## src/source/ethBusPkg.sv

```systemverilog
// chip bus description with reset timing, address word layout and sequencer states

package ethBusPkg;

    // --------------------
    // timing, in sysclk cycles
    localparam int resetAssertCycles = 16;  // ethRstn held low this long
    localparam int resetWaitCycles = 32;    // settle time before initReq
    localparam int strobeCycles = 2;        // RDn / WRn low time, 2 or more
    localparam int countWidth = $clog2(resetAssertCycles + resetWaitCycles);

    localparam int busWidth = 16;           // SD lines

    // --------------------
    // address word as the chip expects it on SD during the address phase
    typedef struct packed {
        logic [3:0] byteEn;   // SD[15:12] lane enables of the 32-bit chunk
        logic [3:0] pad;      // zero on SD[11:8]
        logic [7:0] offset;   // register offset on SD[7:0]
    } busAddr_t;

    // --------------------
    typedef enum logic [3:0] {
        resetAssert,   // chip held in reset
        resetWait,     // chip released and warming up
        idle,
        addrStart,     // address on SD with ethCmd high
        addrHold,
        addrEnd,
        writeStart,
        writeHold,
        writeEnd,
        readStart,     // bus released and waiting for RDn
        readHold,
        readEnd,       // sdIn captured here
        respond        // response held until taken
    } seqState_t;

endpackage

```

## src/source/ethCmdPkg.sv

```systemverilog
// host side description of commands and responses of the register access front end

package ethCmdPkg;

    localparam int dataWidth = 16;      // register word and DMA word
    localparam int regAddrWidth = 8;    // register offset 0x00 to 0xFF

    // access kind comes from the three flags
    // isDma low selects a register byte or word, isDma high a DMA word
    // isWrite picks the direction, isWord only matters for register access
    typedef struct packed {
        logic                    isDma;
        logic                    isWrite;
        logic                    isWord;
        logic [regAddrWidth-1:0] regAddr;
        logic [dataWidth-1:0]    data;        // write data, don't care on reads
        logic                    misaligned;  // set by intake
    } ethCmd_t;

    // command after lane encoding, as the sequencer takes it
    typedef struct packed {
        logic                 isDma;
        logic                 isWrite;
        logic                 misaligned;
        ethBusPkg::busAddr_t  addrWord;   // unused for DMA
        logic [dataWidth-1:0] data;
    } ethBusCmd_t;

    typedef struct packed {
        logic [dataWidth-1:0] data;   // read data, zero for writes and errors
        logic                 error;
    } ethRsp_t;

endpackage

```

## src/source/ethStageIf.sv

```systemverilog
// valid/ready handshake between pipeline stages carrying one payload of any type
`timescale 1ns/100ps

interface ethStageIf #(
    parameter type payloadType = logic
);

    // transfer on a rising edge with valid and ready both high
    logic       valid;     // sender holds this and payload until transfer
    logic       ready;     // receiver takes the payload this cycle
    payloadType payload;

    // --------------------
    modport sender (
        output valid,
        output payload,
        input  ready
    );

    modport receiver (
        input  valid,
        input  payload,
        output ready
    );

endinterface

```

## src/source/byteLaneEncoder.sv

```systemverilog
// second pipeline stage that turns a register offset and width into the chip address word
`timescale 1ns/100ps

module byteLaneEncoder (
    input  logic sysclk,
    input  logic reset,
    ethStageIf.receiver in,    // ethCmd_t from intake
    ethStageIf.sender   out    // ethBusCmd_t to the sequencer
);
    import ethBusPkg::*;

    logic primed;   // sequencer has been ready once

    // --------------------
    // chip sees the register space as 32-bit chunks with four byte lanes
    function automatic busAddr_t encodeAddr(logic [7:0] offset, logic isWord);
        busAddr_t   word;
        logic [1:0] tail;
        tail = offset[1:0];
        word.byteEn[0] = (tail == 2'd0);
        word.byteEn[1] = (!isWord && tail == 2'd1) || (isWord && tail == 2'd0);
        word.byteEn[2] = (tail == 2'd2);
        word.byteEn[3] = (!isWord && tail == 2'd3) || (isWord && tail == 2'd2);
        word.pad = '0;
        word.offset = offset;   // low bits kept as well
        return word;
    endfunction

    // same slot rule as intake
    assign in.ready = out.ready || (!out.valid && primed);

    always_ff @(posedge sysclk or negedge reset) begin
        if (!reset) begin
            out.valid <= 1'b0;
            primed    <= 1'b0;
        end else begin
            primed <= primed || out.ready;
            if (in.ready)
                out.valid <= in.valid;
        end
    end

    // --------------------
    always_ff @(posedge sysclk) begin
        if (in.valid && in.ready) begin
            out.payload.isDma      <= in.payload.isDma;
            out.payload.isWrite    <= in.payload.isWrite;
            out.payload.misaligned <= in.payload.misaligned;
            // computed for DMA too, sequencer ignores it there
            out.payload.addrWord   <= encodeAddr(in.payload.regAddr, in.payload.isWord);
            out.payload.data       <= in.payload.data;
        end
    end

endmodule

```

## src/source/ethBusTop.sv

```systemverilog
// top level of the register access front end joining intake, lane encoder and bus sequencer
`timescale 1ns/100ps

module ethBusTop (
    input  logic sysclk,
    input  logic reset,

    // host command
    input  logic                                cmdValid,
    output logic                                cmdReady,
    input  logic                                cmdDma,
    input  logic                                cmdWrite,
    input  logic                                cmdWord,
    input  logic [ethCmdPkg::regAddrWidth-1:0] cmdAddr,
    input  logic [ethCmdPkg::dataWidth-1:0]    cmdData,

    // host response
    output logic                                rspValid,
    input  logic                                rspReady,
    output logic [ethCmdPkg::dataWidth-1:0]    rspData,
    output logic                                rspError,

    output logic                                initReq,
    input  logic                                initAck,

    // chip bus, SD split into out, in and enable
    output logic                                ethRstn,
    output logic                                ethCmd,
    output logic                                ethRdn,
    output logic                                ethWrn,
    output logic [ethBusPkg::busWidth-1:0]      sdOut,
    input  logic [ethBusPkg::busWidth-1:0]      sdIn,
    output logic                                sdOe
);
    import ethCmdPkg::*;

    ethStageIf #(.payloadType(ethCmd_t))    intakeToLane ();
    ethStageIf #(.payloadType(ethBusCmd_t)) laneToSeq ();

    // --------------------
    ethCmdIntake ethCmdIntake_i (
        .sysclk   (sysclk),
        .reset    (reset),
        .cmdValid (cmdValid),
        .cmdDma   (cmdDma),
        .cmdWrite (cmdWrite),
        .cmdWord  (cmdWord),
        .cmdAddr  (cmdAddr),
        .cmdData  (cmdData),
        .cmdReady (cmdReady),
        .out      (intakeToLane.sender)
    );

    byteLaneEncoder byteLaneEncoder_i (
        .sysclk (sysclk),
        .reset  (reset),
        .in     (intakeToLane.receiver),
        .out    (laneToSeq.sender)
    );

    kszBusSequencer kszBusSequencer_i (
        .sysclk   (sysclk),
        .reset    (reset),
        .in       (laneToSeq.receiver),
        .initReq  (initReq),
        .initAck  (initAck),
        .ethRstn  (ethRstn),
        .ethCmd   (ethCmd),
        .ethRdn   (ethRdn),
        .ethWrn   (ethWrn),
        .sdOut    (sdOut),
        .sdIn     (sdIn),
        .sdOe     (sdOe),
        .rspValid (rspValid),
        .rspData  (rspData),
        .rspError (rspError),
        .rspReady (rspReady)
    );

endmodule

```

## src/source/ethCmdIntake.sv

```systemverilog
// first pipeline stage that registers host commands and flags misaligned word accesses
`timescale 1ns/100ps

module ethCmdIntake (
    input  logic sysclk,
    input  logic reset,

    // host command port
    input  logic                                cmdValid,
    input  logic                                cmdDma,
    input  logic                                cmdWrite,
    input  logic                                cmdWord,
    input  logic [ethCmdPkg::regAddrWidth-1:0] cmdAddr,
    input  logic [ethCmdPkg::dataWidth-1:0]    cmdData,
    output logic                                cmdReady,

    ethStageIf.sender out    // to the lane encoder
);

    logic primed;   // downstream has shown ready at least once

    // slot free or draining this cycle
    // host stays blocked until the chip side comes up
    assign cmdReady = out.ready || (!out.valid && primed);

    always_ff @(posedge sysclk or negedge reset) begin
        if (!reset) begin
            out.valid <= 1'b0;
            primed    <= 1'b0;
        end else begin
            primed <= primed || out.ready;
            if (cmdReady)
                out.valid <= cmdValid;   // refill or go empty
        end
    end

    // payload slot, loaded only on a host transfer
    always_ff @(posedge sysclk) begin
        if (cmdValid && cmdReady) begin
            out.payload <= '{isDma:      cmdDma,
                             isWrite:    cmdWrite,
                             isWord:     cmdWord,
                             regAddr:    cmdAddr,
                             data:       cmdData,
                             // odd word offset straddles two registers
                             misaligned: cmdWord && !cmdDma && cmdAddr[0]};
        end
    end

endmodule

```

## src/source/kszBusSequencer.sv

```systemverilog
// chip bus sequencer that runs the reset timing and the address, write and read strobe cycles
`timescale 1ns/100ps

module kszBusSequencer (
    input  logic sysclk,
    input  logic reset,
    ethStageIf.receiver in,     // ethBusCmd_t from the lane encoder

    output logic initReq,       // chip out of reset, host init wanted
    input  logic initAck,

    // chip bus
    output logic                              ethRstn,
    output logic                              ethCmd,   // 1 address, 0 data
    output logic                              ethRdn,
    output logic                              ethWrn,
    output logic [ethBusPkg::busWidth-1:0]    sdOut,
    input  logic [ethBusPkg::busWidth-1:0]    sdIn,
    output logic                              sdOe,     // drive SD when high

    // host response
    output logic                              rspValid,
    output logic [ethCmdPkg::dataWidth-1:0]  rspData,
    output logic                              rspError,
    input  logic                              rspReady
);
    import ethBusPkg::*;
    import ethCmdPkg::*;

    seqState_t             state;
    logic [countWidth-1:0] count;      // reset timer and strobe length
    ethBusCmd_t            cmd;        // command being run
    logic                  accept;
    logic                  holdDone;   // WRn low for strobeCycles
    logic                  readDone;   // readEnd still inside the RDn pulse

    assign in.ready = (state == idle);  // one command at a time
    assign accept   = in.valid && in.ready;
    assign holdDone = (count == countWidth'(strobeCycles - 1));
    assign readDone = (count == countWidth'(strobeCycles - 2));

    // --------------------
    // control path
    always_ff @(posedge sysclk or negedge reset) begin
        if (!reset) begin
            state    <= resetAssert;
            count    <= '0;
            initReq  <= 1'b0;
            ethRstn  <= 1'b0;
            ethCmd   <= 1'b0;
            ethRdn   <= 1'b1;
            ethWrn   <= 1'b1;
            sdOe     <= 1'b0;
            rspValid <= 1'b0;
        end else begin
            if (initAck)
                initReq <= 1'b0;
            case (state)
                resetAssert: begin
                    if (count == countWidth'(resetAssertCycles - 1)) begin
                        ethRstn <= 1'b1;   // release the chip
                        count   <= '0;
                        state   <= resetWait;
                    end else
                        count <= count + 1'b1;
                end
                resetWait: begin
                    if (count == countWidth'(resetWaitCycles - 1)) begin
                        initReq <= 1'b1;
                        sdOe    <= 1'b1;   // we own SD from here on
                        state   <= idle;
                    end else
                        count <= count + 1'b1;
                end
                idle: begin
                    if (accept) begin
                        count <= '0;
                        if (in.payload.misaligned) begin
                            rspValid <= 1'b1;   // no bus cycle at all
                            state    <= respond;
                        end else if (in.payload.isDma) begin
                            ethCmd <= 1'b0;     // DMA has no address phase
                            if (in.payload.isWrite)
                                state <= writeStart;
                            else begin
                                sdOe  <= 1'b0;
                                state <= readStart;
                            end
                        end else begin
                            ethCmd <= 1'b1;
                            state  <= addrStart;
                        end
                    end
                end
                addrStart: begin
                    ethWrn <= 1'b0;   // chip latches address on WRn rise
                    count  <= '0;
                    state  <= addrHold;
                end
                addrHold: begin
                    if (holdDone) begin
                        ethWrn <= 1'b1;
                        state  <= addrEnd;
                    end else
                        count <= count + 1'b1;
                end
                addrEnd: begin
                    ethCmd <= 1'b0;   // address held one cycle past WRn rise
                    count  <= '0;
                    if (cmd.isWrite)
                        state <= writeStart;
                    else begin
                        sdOe  <= 1'b0;
                        state <= readStart;
                    end
                end
                writeStart: begin
                    ethWrn <= 1'b0;
                    count  <= '0;
                    state  <= writeHold;
                end
                writeHold: begin
                    if (holdDone) begin
                        ethWrn <= 1'b1;
                        state  <= writeEnd;
                    end else
                        count <= count + 1'b1;
                end
                writeEnd: begin
                    rspValid <= 1'b1;   // data hold cycle
                    state    <= respond;
                end
                readStart: begin
                    ethRdn <= 1'b0;   // SD already released
                    count  <= '0;
                    state  <= readHold;
                end
                readHold: begin
                    if (readDone)
                        state <= readEnd;
                    else
                        count <= count + 1'b1;
                end
                readEnd: begin
                    ethRdn   <= 1'b1;
                    rspValid <= 1'b1;
                    state    <= respond;
                end
                respond: begin
                    if (rspReady) begin
                        rspValid <= 1'b0;
                        sdOe     <= 1'b1;   // take SD back
                        state    <= idle;
                    end
                end
                default: state <= idle;
            endcase
        end
    end

    // --------------------
    // data path
    always_ff @(posedge sysclk) begin
        if (accept) begin
            cmd      <= in.payload;
            rspData  <= '0;                      // writes and errors answer zero
            rspError <= in.payload.misaligned;
            if (in.payload.isDma)
                sdOut <= in.payload.data;
            else
                sdOut <= in.payload.addrWord;
        end
        if (state == addrEnd)
            sdOut <= cmd.data;                   // data phase follows
        if (state == readEnd)
            rspData <= sdIn;                     // RDn still low here
    end

endmodule
```

## config.mk

```make
export PLATFORM = sky130hd
export DESIGN_NAME = ethBusTop
export DESIGN_NICKNAME = d
export VERILOG_FILES = /design/src/source/ethBusPkg.sv /design/src/source/ethCmdPkg.sv /design/src/source/ethStageIf.sv /design/src/source/byteLaneEncoder.sv /design/src/source/ethBusTop.sv /design/src/source/ethCmdIntake.sv /design/src/source/kszBusSequencer.sv
export SDC_FILE = /design/constraint.sdc
export NUM_CORES = 1
export LEC_CHECK = 0
export BUFFER_PORTS_ARGS = -buffer_cell sky130_fd_sc_hd__buf_2
export CAP_MARGIN = 20
export CORE_UTILIZATION = 60
export CTS_CLUSTER_SIZE = 10
export DETAILED_ROUTE_END_ITERATION = 8
export PLACE_DENSITY_LB_ADDON = 0.25
export SLEW_MARGIN = 20
export SYNTH_ARGS = -nofsm -noshare
export SYNTH_HDL_FRONTEND = slang
export SYNTH_SLANG_ARGS = --single-unit
```

## constraint.sdc

```tcl
create_clock -name sysclk -period 7.15 [get_ports sysclk]
set_input_delay 0.3575 -clock sysclk [delete_from_list [all_inputs] [get_ports sysclk]]
set_output_delay 0.3575 -clock sysclk [all_outputs]
set_load 0.03 [all_outputs]
```

== Yosys cells after proc, flatten, opt, wreduce, memory -nomap -nowiden ==
Cells that the tools add are included.

* Register bits: 130
* Input port bits: 48
* Output and inout port bits: 41
* Word-level logic and storage cells: 153

* $add $sub $neg: 1
* Equal/unequal tests: 34
* Multiplexer cells: 45
* Reductions and logical operators: 43

{| class="wikitable"
|+ Operators with widths
! operator !! count
|-
| $mux 16 || 5
|-
| $pmux 4 s12 || 1
|-
| $mux 4 || 11
|-
| $pmux 6 s6 || 1
|-
| $mux 6 || 5
|-
| $eq 4x4->1 const B || 5
|-
| $ne 2x1->1 const B || 9
|-
| $mux 1 || 17
|-
| $eq 4x3->1 const B || 4
|-
| $ne 2x2->1 const B || 7
|-
| $logic_and 1x1->1 || 11
|-
| $reduce_bool 2->1 || 5
|-
| $eq 4x2->1 const B || 2
|-
| $reduce_and 8->1 || 1
|-
| $reduce_and 7->1 || 1
|-
| $add 6x1->6 const B || 1
|-
| $eq 6x1->1 const B || 1
|-
| $eq 6x4->1 const B || 1
|-
| $eq 6x5->1 const B || 1
|-
| $logic_not 6->1 || 1
|-
| $logic_or 1x1->1 || 6
|-
| $pmux 1 s2 || 3
|-
| $reduce_bool 6->1 || 1
|-
| $reduce_or 2->1 || 3
|-
| 15 further kinds || 20
|}

== Logic depth before layout (Yosys ltp) ==
* Word-level depth: 5
* Mapped depth: 7
* Mapped depth without buffers: 6

== Hierarchy ==
Synthesis repeated with hierarchy kept, for this count alone.

* Cells, all modules: 369
* Area total of the unflattened synthesis: 5318.9 µm²

{| class="wikitable"
|+ By module, submodules not included
! module !! instances !! cells each !! area each (µm²) !! sequential area each (µm²)
|-
| kszBusSequencer || 1 || 282 || 3294.4 || 1929.4
|-
| byteLaneEncoder || 1 || 49 || 1084.8 || 980.9
|-
| ethCmdIntake || 1 || 38 || 939.7 || 890.9
|}

== Worst setup path after synthesis ==
No wires, ideal clock.

* Path kind: flip-flop to flip-flop
* Start: register kszBusSequencer_i.state[3]
* End: register byteLaneEncoder_i.out.payload[0] (netlist name)
* Library setup time: 422 ps
* Data arrival time: 2614 ps
* Required time: 6728 ps
* Path slack: 4114 ps
* Cell stages (with the launch flop): 6
* Buffers on the path: 2
* Period minus slack after synthesis: 3036 ps
* Cell sequence: dfrtp_1 -> clkbuf_1 -> clkbuf_1 -> nor3_1 -> a21oi_1 -> nor2b_1

* Word-level cells in the longest chain between the ends: 3

{| class="wikitable"
|+ Ends and longest elaborated chain
! element !! RTL line !! RTL
|-
| from (decl) || kszBusSequencer.sv:30 || <nowiki>seqState_t state;</nowiki>
|-
| from (signal assigned) || kszBusSequencer.sv:46 || <nowiki>state <= resetAssert;</nowiki>
|-
| from (signal assigned) || kszBusSequencer.sv:63 || <nowiki>state <= resetWait;</nowiki>
|-
| from (signal assigned) || kszBusSequencer.sv:71 || <nowiki>state <= idle;</nowiki>
|-
| $eq 4x2->1 || kszBusSequencer.sv:37 || <nowiki>assign in.ready = (state == idle);</nowiki>
|-
| $logic_or 1x1->1 || byteLaneEncoder.sv:30 || <nowiki>assign in.ready = out.ready || (!out.valid && primed);</nowiki>
|-
| $logic_and 1x1->1 || byteLaneEncoder.sv:45 || <nowiki>if (in.valid && in.ready) begin</nowiki>
|}

Every way passes these cells.
A chain may end at the register's enable or synchronous reset.

== Worst setup path after layout ==
* Start: register kszBusSequencer_i.state[0]
* End: output port cmdReady

* Word-level cells in the longest chain between the ends: 3

{| class="wikitable"
|+ Ends and longest elaborated chain
! element !! RTL line !! RTL
|-
| $eq 4x2->1 || kszBusSequencer.sv:37 ||
|-
| $logic_or 1x1->1 || byteLaneEncoder.sv:30 ||
|-
| $logic_or 1x1->1 || ethCmdIntake.sv:24 || <nowiki>assign cmdReady = out.ready || (!out.valid && primed);</nowiki>
|-
| to (decl) || ethBusTop.sv:10 || <nowiki>output logic cmdReady,</nowiki>
|}

Every way passes these cells.

==> metrics.yaml <==
path_clk_slew_ns: 0.06
die_h_um: 94.8
via_per_inst: 5.52
netSwitchingFraction_pct: 35.1
synth-xor-area-share_pct: 0.509
required_ns: 6.79
period_minus_slack_ns: 2.77
fin_tns_setup_ns: 0
endpoint_kind: "output pin"
routed.top_layer: "met4"
status: "complete, no violations"
area_growth_pct: 24.9
io_pins: 89
rsz0062_at_grt: "false"
slowest_delay_ns: 0.79
num-fill-cells: 496
p_leak_uw: 0.00245
clk_path_buf_depth: 2
drt-pass1-iter-count: 6
synth_edf_count: 109
met2_length_um: 4630
grt_pass1_wl_um: 14900
p_seq_share_pct: 43.7
globalplace.congestion: 0.849
setup_viol: 0
combPwrFrac_pct: 29.3
arrival_ns: 2.41
cellPowerDensity_nw_per_um2: 470
overflow: 0
fin_cells: 582
port-buffer-count: 88
tightest_slew_ns: 0.890
finalHoldViolCount: 0
syn_area_per_cell_sq_um: 14.7
wl_per_cell_um: 15.9
cts_tree: "yes"
synth-main-ff-cell: "edfxtp_1"
critical_path_peak_fanout: 25
grt_max_degree: 35
drc: 0
post_cts_resized: 0
min_path_cells: 1
finalMaxSlewViolations: 0
worst-r2r-setup-slack_ns: 4.55
peakVddDrop_mv: 0.310
nets: 514
syn_nets: 402
core_sq_um: 8260
cp_slowest_cell: "dfrtp_1"
initialDrtViolationCount: 265
fp.dieW_um: 94.8
ys_types: 50
syn_area_sq_um: 5160
path_cells: "nand2b_1 -> nor3_1 -> a21oi_1 -> o21ai_0 -> buf_2"
final_util_pct: 78.1
path_class: "reg2out"
synth_top_family_by_area: "simple AND/OR/NAND/NOR gates"
ff2ff_path_depth: 5
yosys_register_bits: 130
ant_nets: 0
synth_seq_area_share_pct: 73.6
p_switching_uw: 1070
startpoint: "kszBusSequencer_i.state[0]"
cts_max_level: 4
r2r-end: "ethCmdIntake_i.out.payload[16]"
grt_pass1_vias: 3104
rows: 33
post-place-cells: 533
async_flop_share_pct: 16.2
skew_ns: 0.00704
root_buffer: "clkbuf_8"
met1Wirelength_um: 3930
synthAdderAreaFrac_pct: 0.727
dieArea_sq_um: 8980
holdPathEnd: "ethCmdIntake_i.out.payload[6]"
hpwl_um: 5780
fmax_ghz: 0.361
relSlewSlack_pct: 40.7
cp-start-kind: "register"
pwr-share-clk_pct: 27.1
initial_core_util_pct: 62.5
synth_top_area_share_pct: 63.4
synth_compound_area_share_pct: 9.72
synthTopCellsByArea: "edfxtp_1 63%, dfrtp_1 9.2%, o21ai_0 3.0%, nand2_1 2.7%, mux2i_1 2.5%"
worstHoldStart: "cmdData[5]"
insertion_delay_ns: 0.51
synth_most_common_cell: "edfxtp_1"
route.met3.wl_um: 548
synthMuxAreaShare_pct: 3.61
r2r-start: "kszBusSequencer_i.state[0]"
period_share_pct: 38.7
antenna_found_initial: 1
grt_use_total_pct: 22.9
drv_cap: 0
synth_top_cells_by_count: "109 x edfxtp_1, 37 x nand2_1, 31 x o21ai_0"
ys.warnings.count: 0
synth-simple-area-share_pct: 10.1
yosysTopAreaCell: "edfxtp_1"
cts_made_buffers: 17
vias: 3215
cts.sinks: 130
wl_um: 9260
internal_power_uw: 1970
hold_path.class: "in2reg"
drive_gt1_share_pct: 29.4
syn_inst: 351
[how the worst max path moves through the flow]
stage                                       endpoint  slack, ns
floorplan           byteLaneEncoder_i.out.payload[0]       4.11
global placement      ethCmdIntake_i.out.payload[11]       4.39
detailed placement    ethCmdIntake_i.out.payload[11]       4.22
CTS                   ethCmdIntake_i.out.payload[16]       4.18
global route                                cmdReady       4.22
finish                                      cmdReady       4.38
[worst max-delay path: cells and delay by family, from the launching register on]
family | cells | cell delay (ns)
flip-flops | 1 | 0.79
buffers and inverters | 1 | 0.22
AND/OR/NAND/NOR | 2 | 0.36
AO/OA/AOI/OAI | 2 | 0.53
[timing repair]
item	in CTS	in global routing
endpoints found under the hold margin	26	8
buffers inserted	0	0
hold buffers	8	8
[placed cells by master, fill, tap and decap left out, drive strengths merged, types with 10 or more instances in the layout]
cell,netlist,routed
inv,9,15
mux2i,13,13
and2,18,18
nand2,37,37
clkbuf,12,18
dfrtp,19,19
dlygate4sd3,0,16
nor2,11,11
a21oi,10,10
edfxtp,109,109
buf,2,91
o21ai,31,31
[area by class of cell]
class	count	area (sq um)	share of cell area, %
well taps	105	131	2.04
inverters	9	33.8	0.524
multi-input cells	198	1280	19.9
flip-flops and latches	130	3800	59.0
clock buffers	18	418	6.48
clock inverters	14	153	2.37
repair buffers	107	623	9.66
diodes	1	2.50	0.0388
[logic make-up after synthesis]
group                      Yosys count
DFF                                130
and+or+nand+nor                    100
AOI/OAI and AO/OA                   74
buffers and inverters               23
muxes                               18
xor gates and xnor gates             3
adders and majority gates            3
[registers in the layout, indices dropped and copies added, names as in the netlist, 4 cells and up]
name,count
byteLaneEncoder_i.out.payload,31
ethCmdIntake_i.out.payload,28
kszBusSequencer_i.cmd,17
kszBusSequencer_i.rspData,16
kszBusSequencer_i.sdOut,16
kszBusSequencer_i.count,6
kszBusSequencer_i.state,4
[metrics by stage]
step / total power, uW / worst slack [ns] / hold WS [ns] / instance area, sq um
6_report: 3030 / 4.38 / 0.0235 / 6450
5_1_grt: 3200 / 4.22 / 0.00539 / 6450
4_1_cts: 3040 / 4.18 / 0.0000916 / 6360
3_5_place_dp: 2200 / 4.22 / 0.354 / 5710
3_3_place_gp: 2170 / 4.39 / 0.344 / 5710
2_1_floorplan: 1960 / 4.11 / 0.0619 / 5160
[layer usage]
metal	GRT usage [%]	up-vias
met5	0	-
met4	10.9	0
met3	7.25	15
met2	35.7	118
met1	29.4	1539
li1	-	1543
[power by group through the flow]
| stage | logic [uW] | clock network, uW | registers [uW] |
|---|---|---|---|
| 6_report | 888 | 821 | 1320 |
| 3_3_place_gp | 850 | 0 | 1320 |
| 2_1_floorplan | 520 | 0 | 1440 |
| 5_1_grt | 973 | 872 | 1360 |
| 3_5_place_dp | 869 | 0 | 1330 |
| 4_1_cts | 882 | 834 | 1330 |
Note: power is estimated with default switching activity, not from simulation.
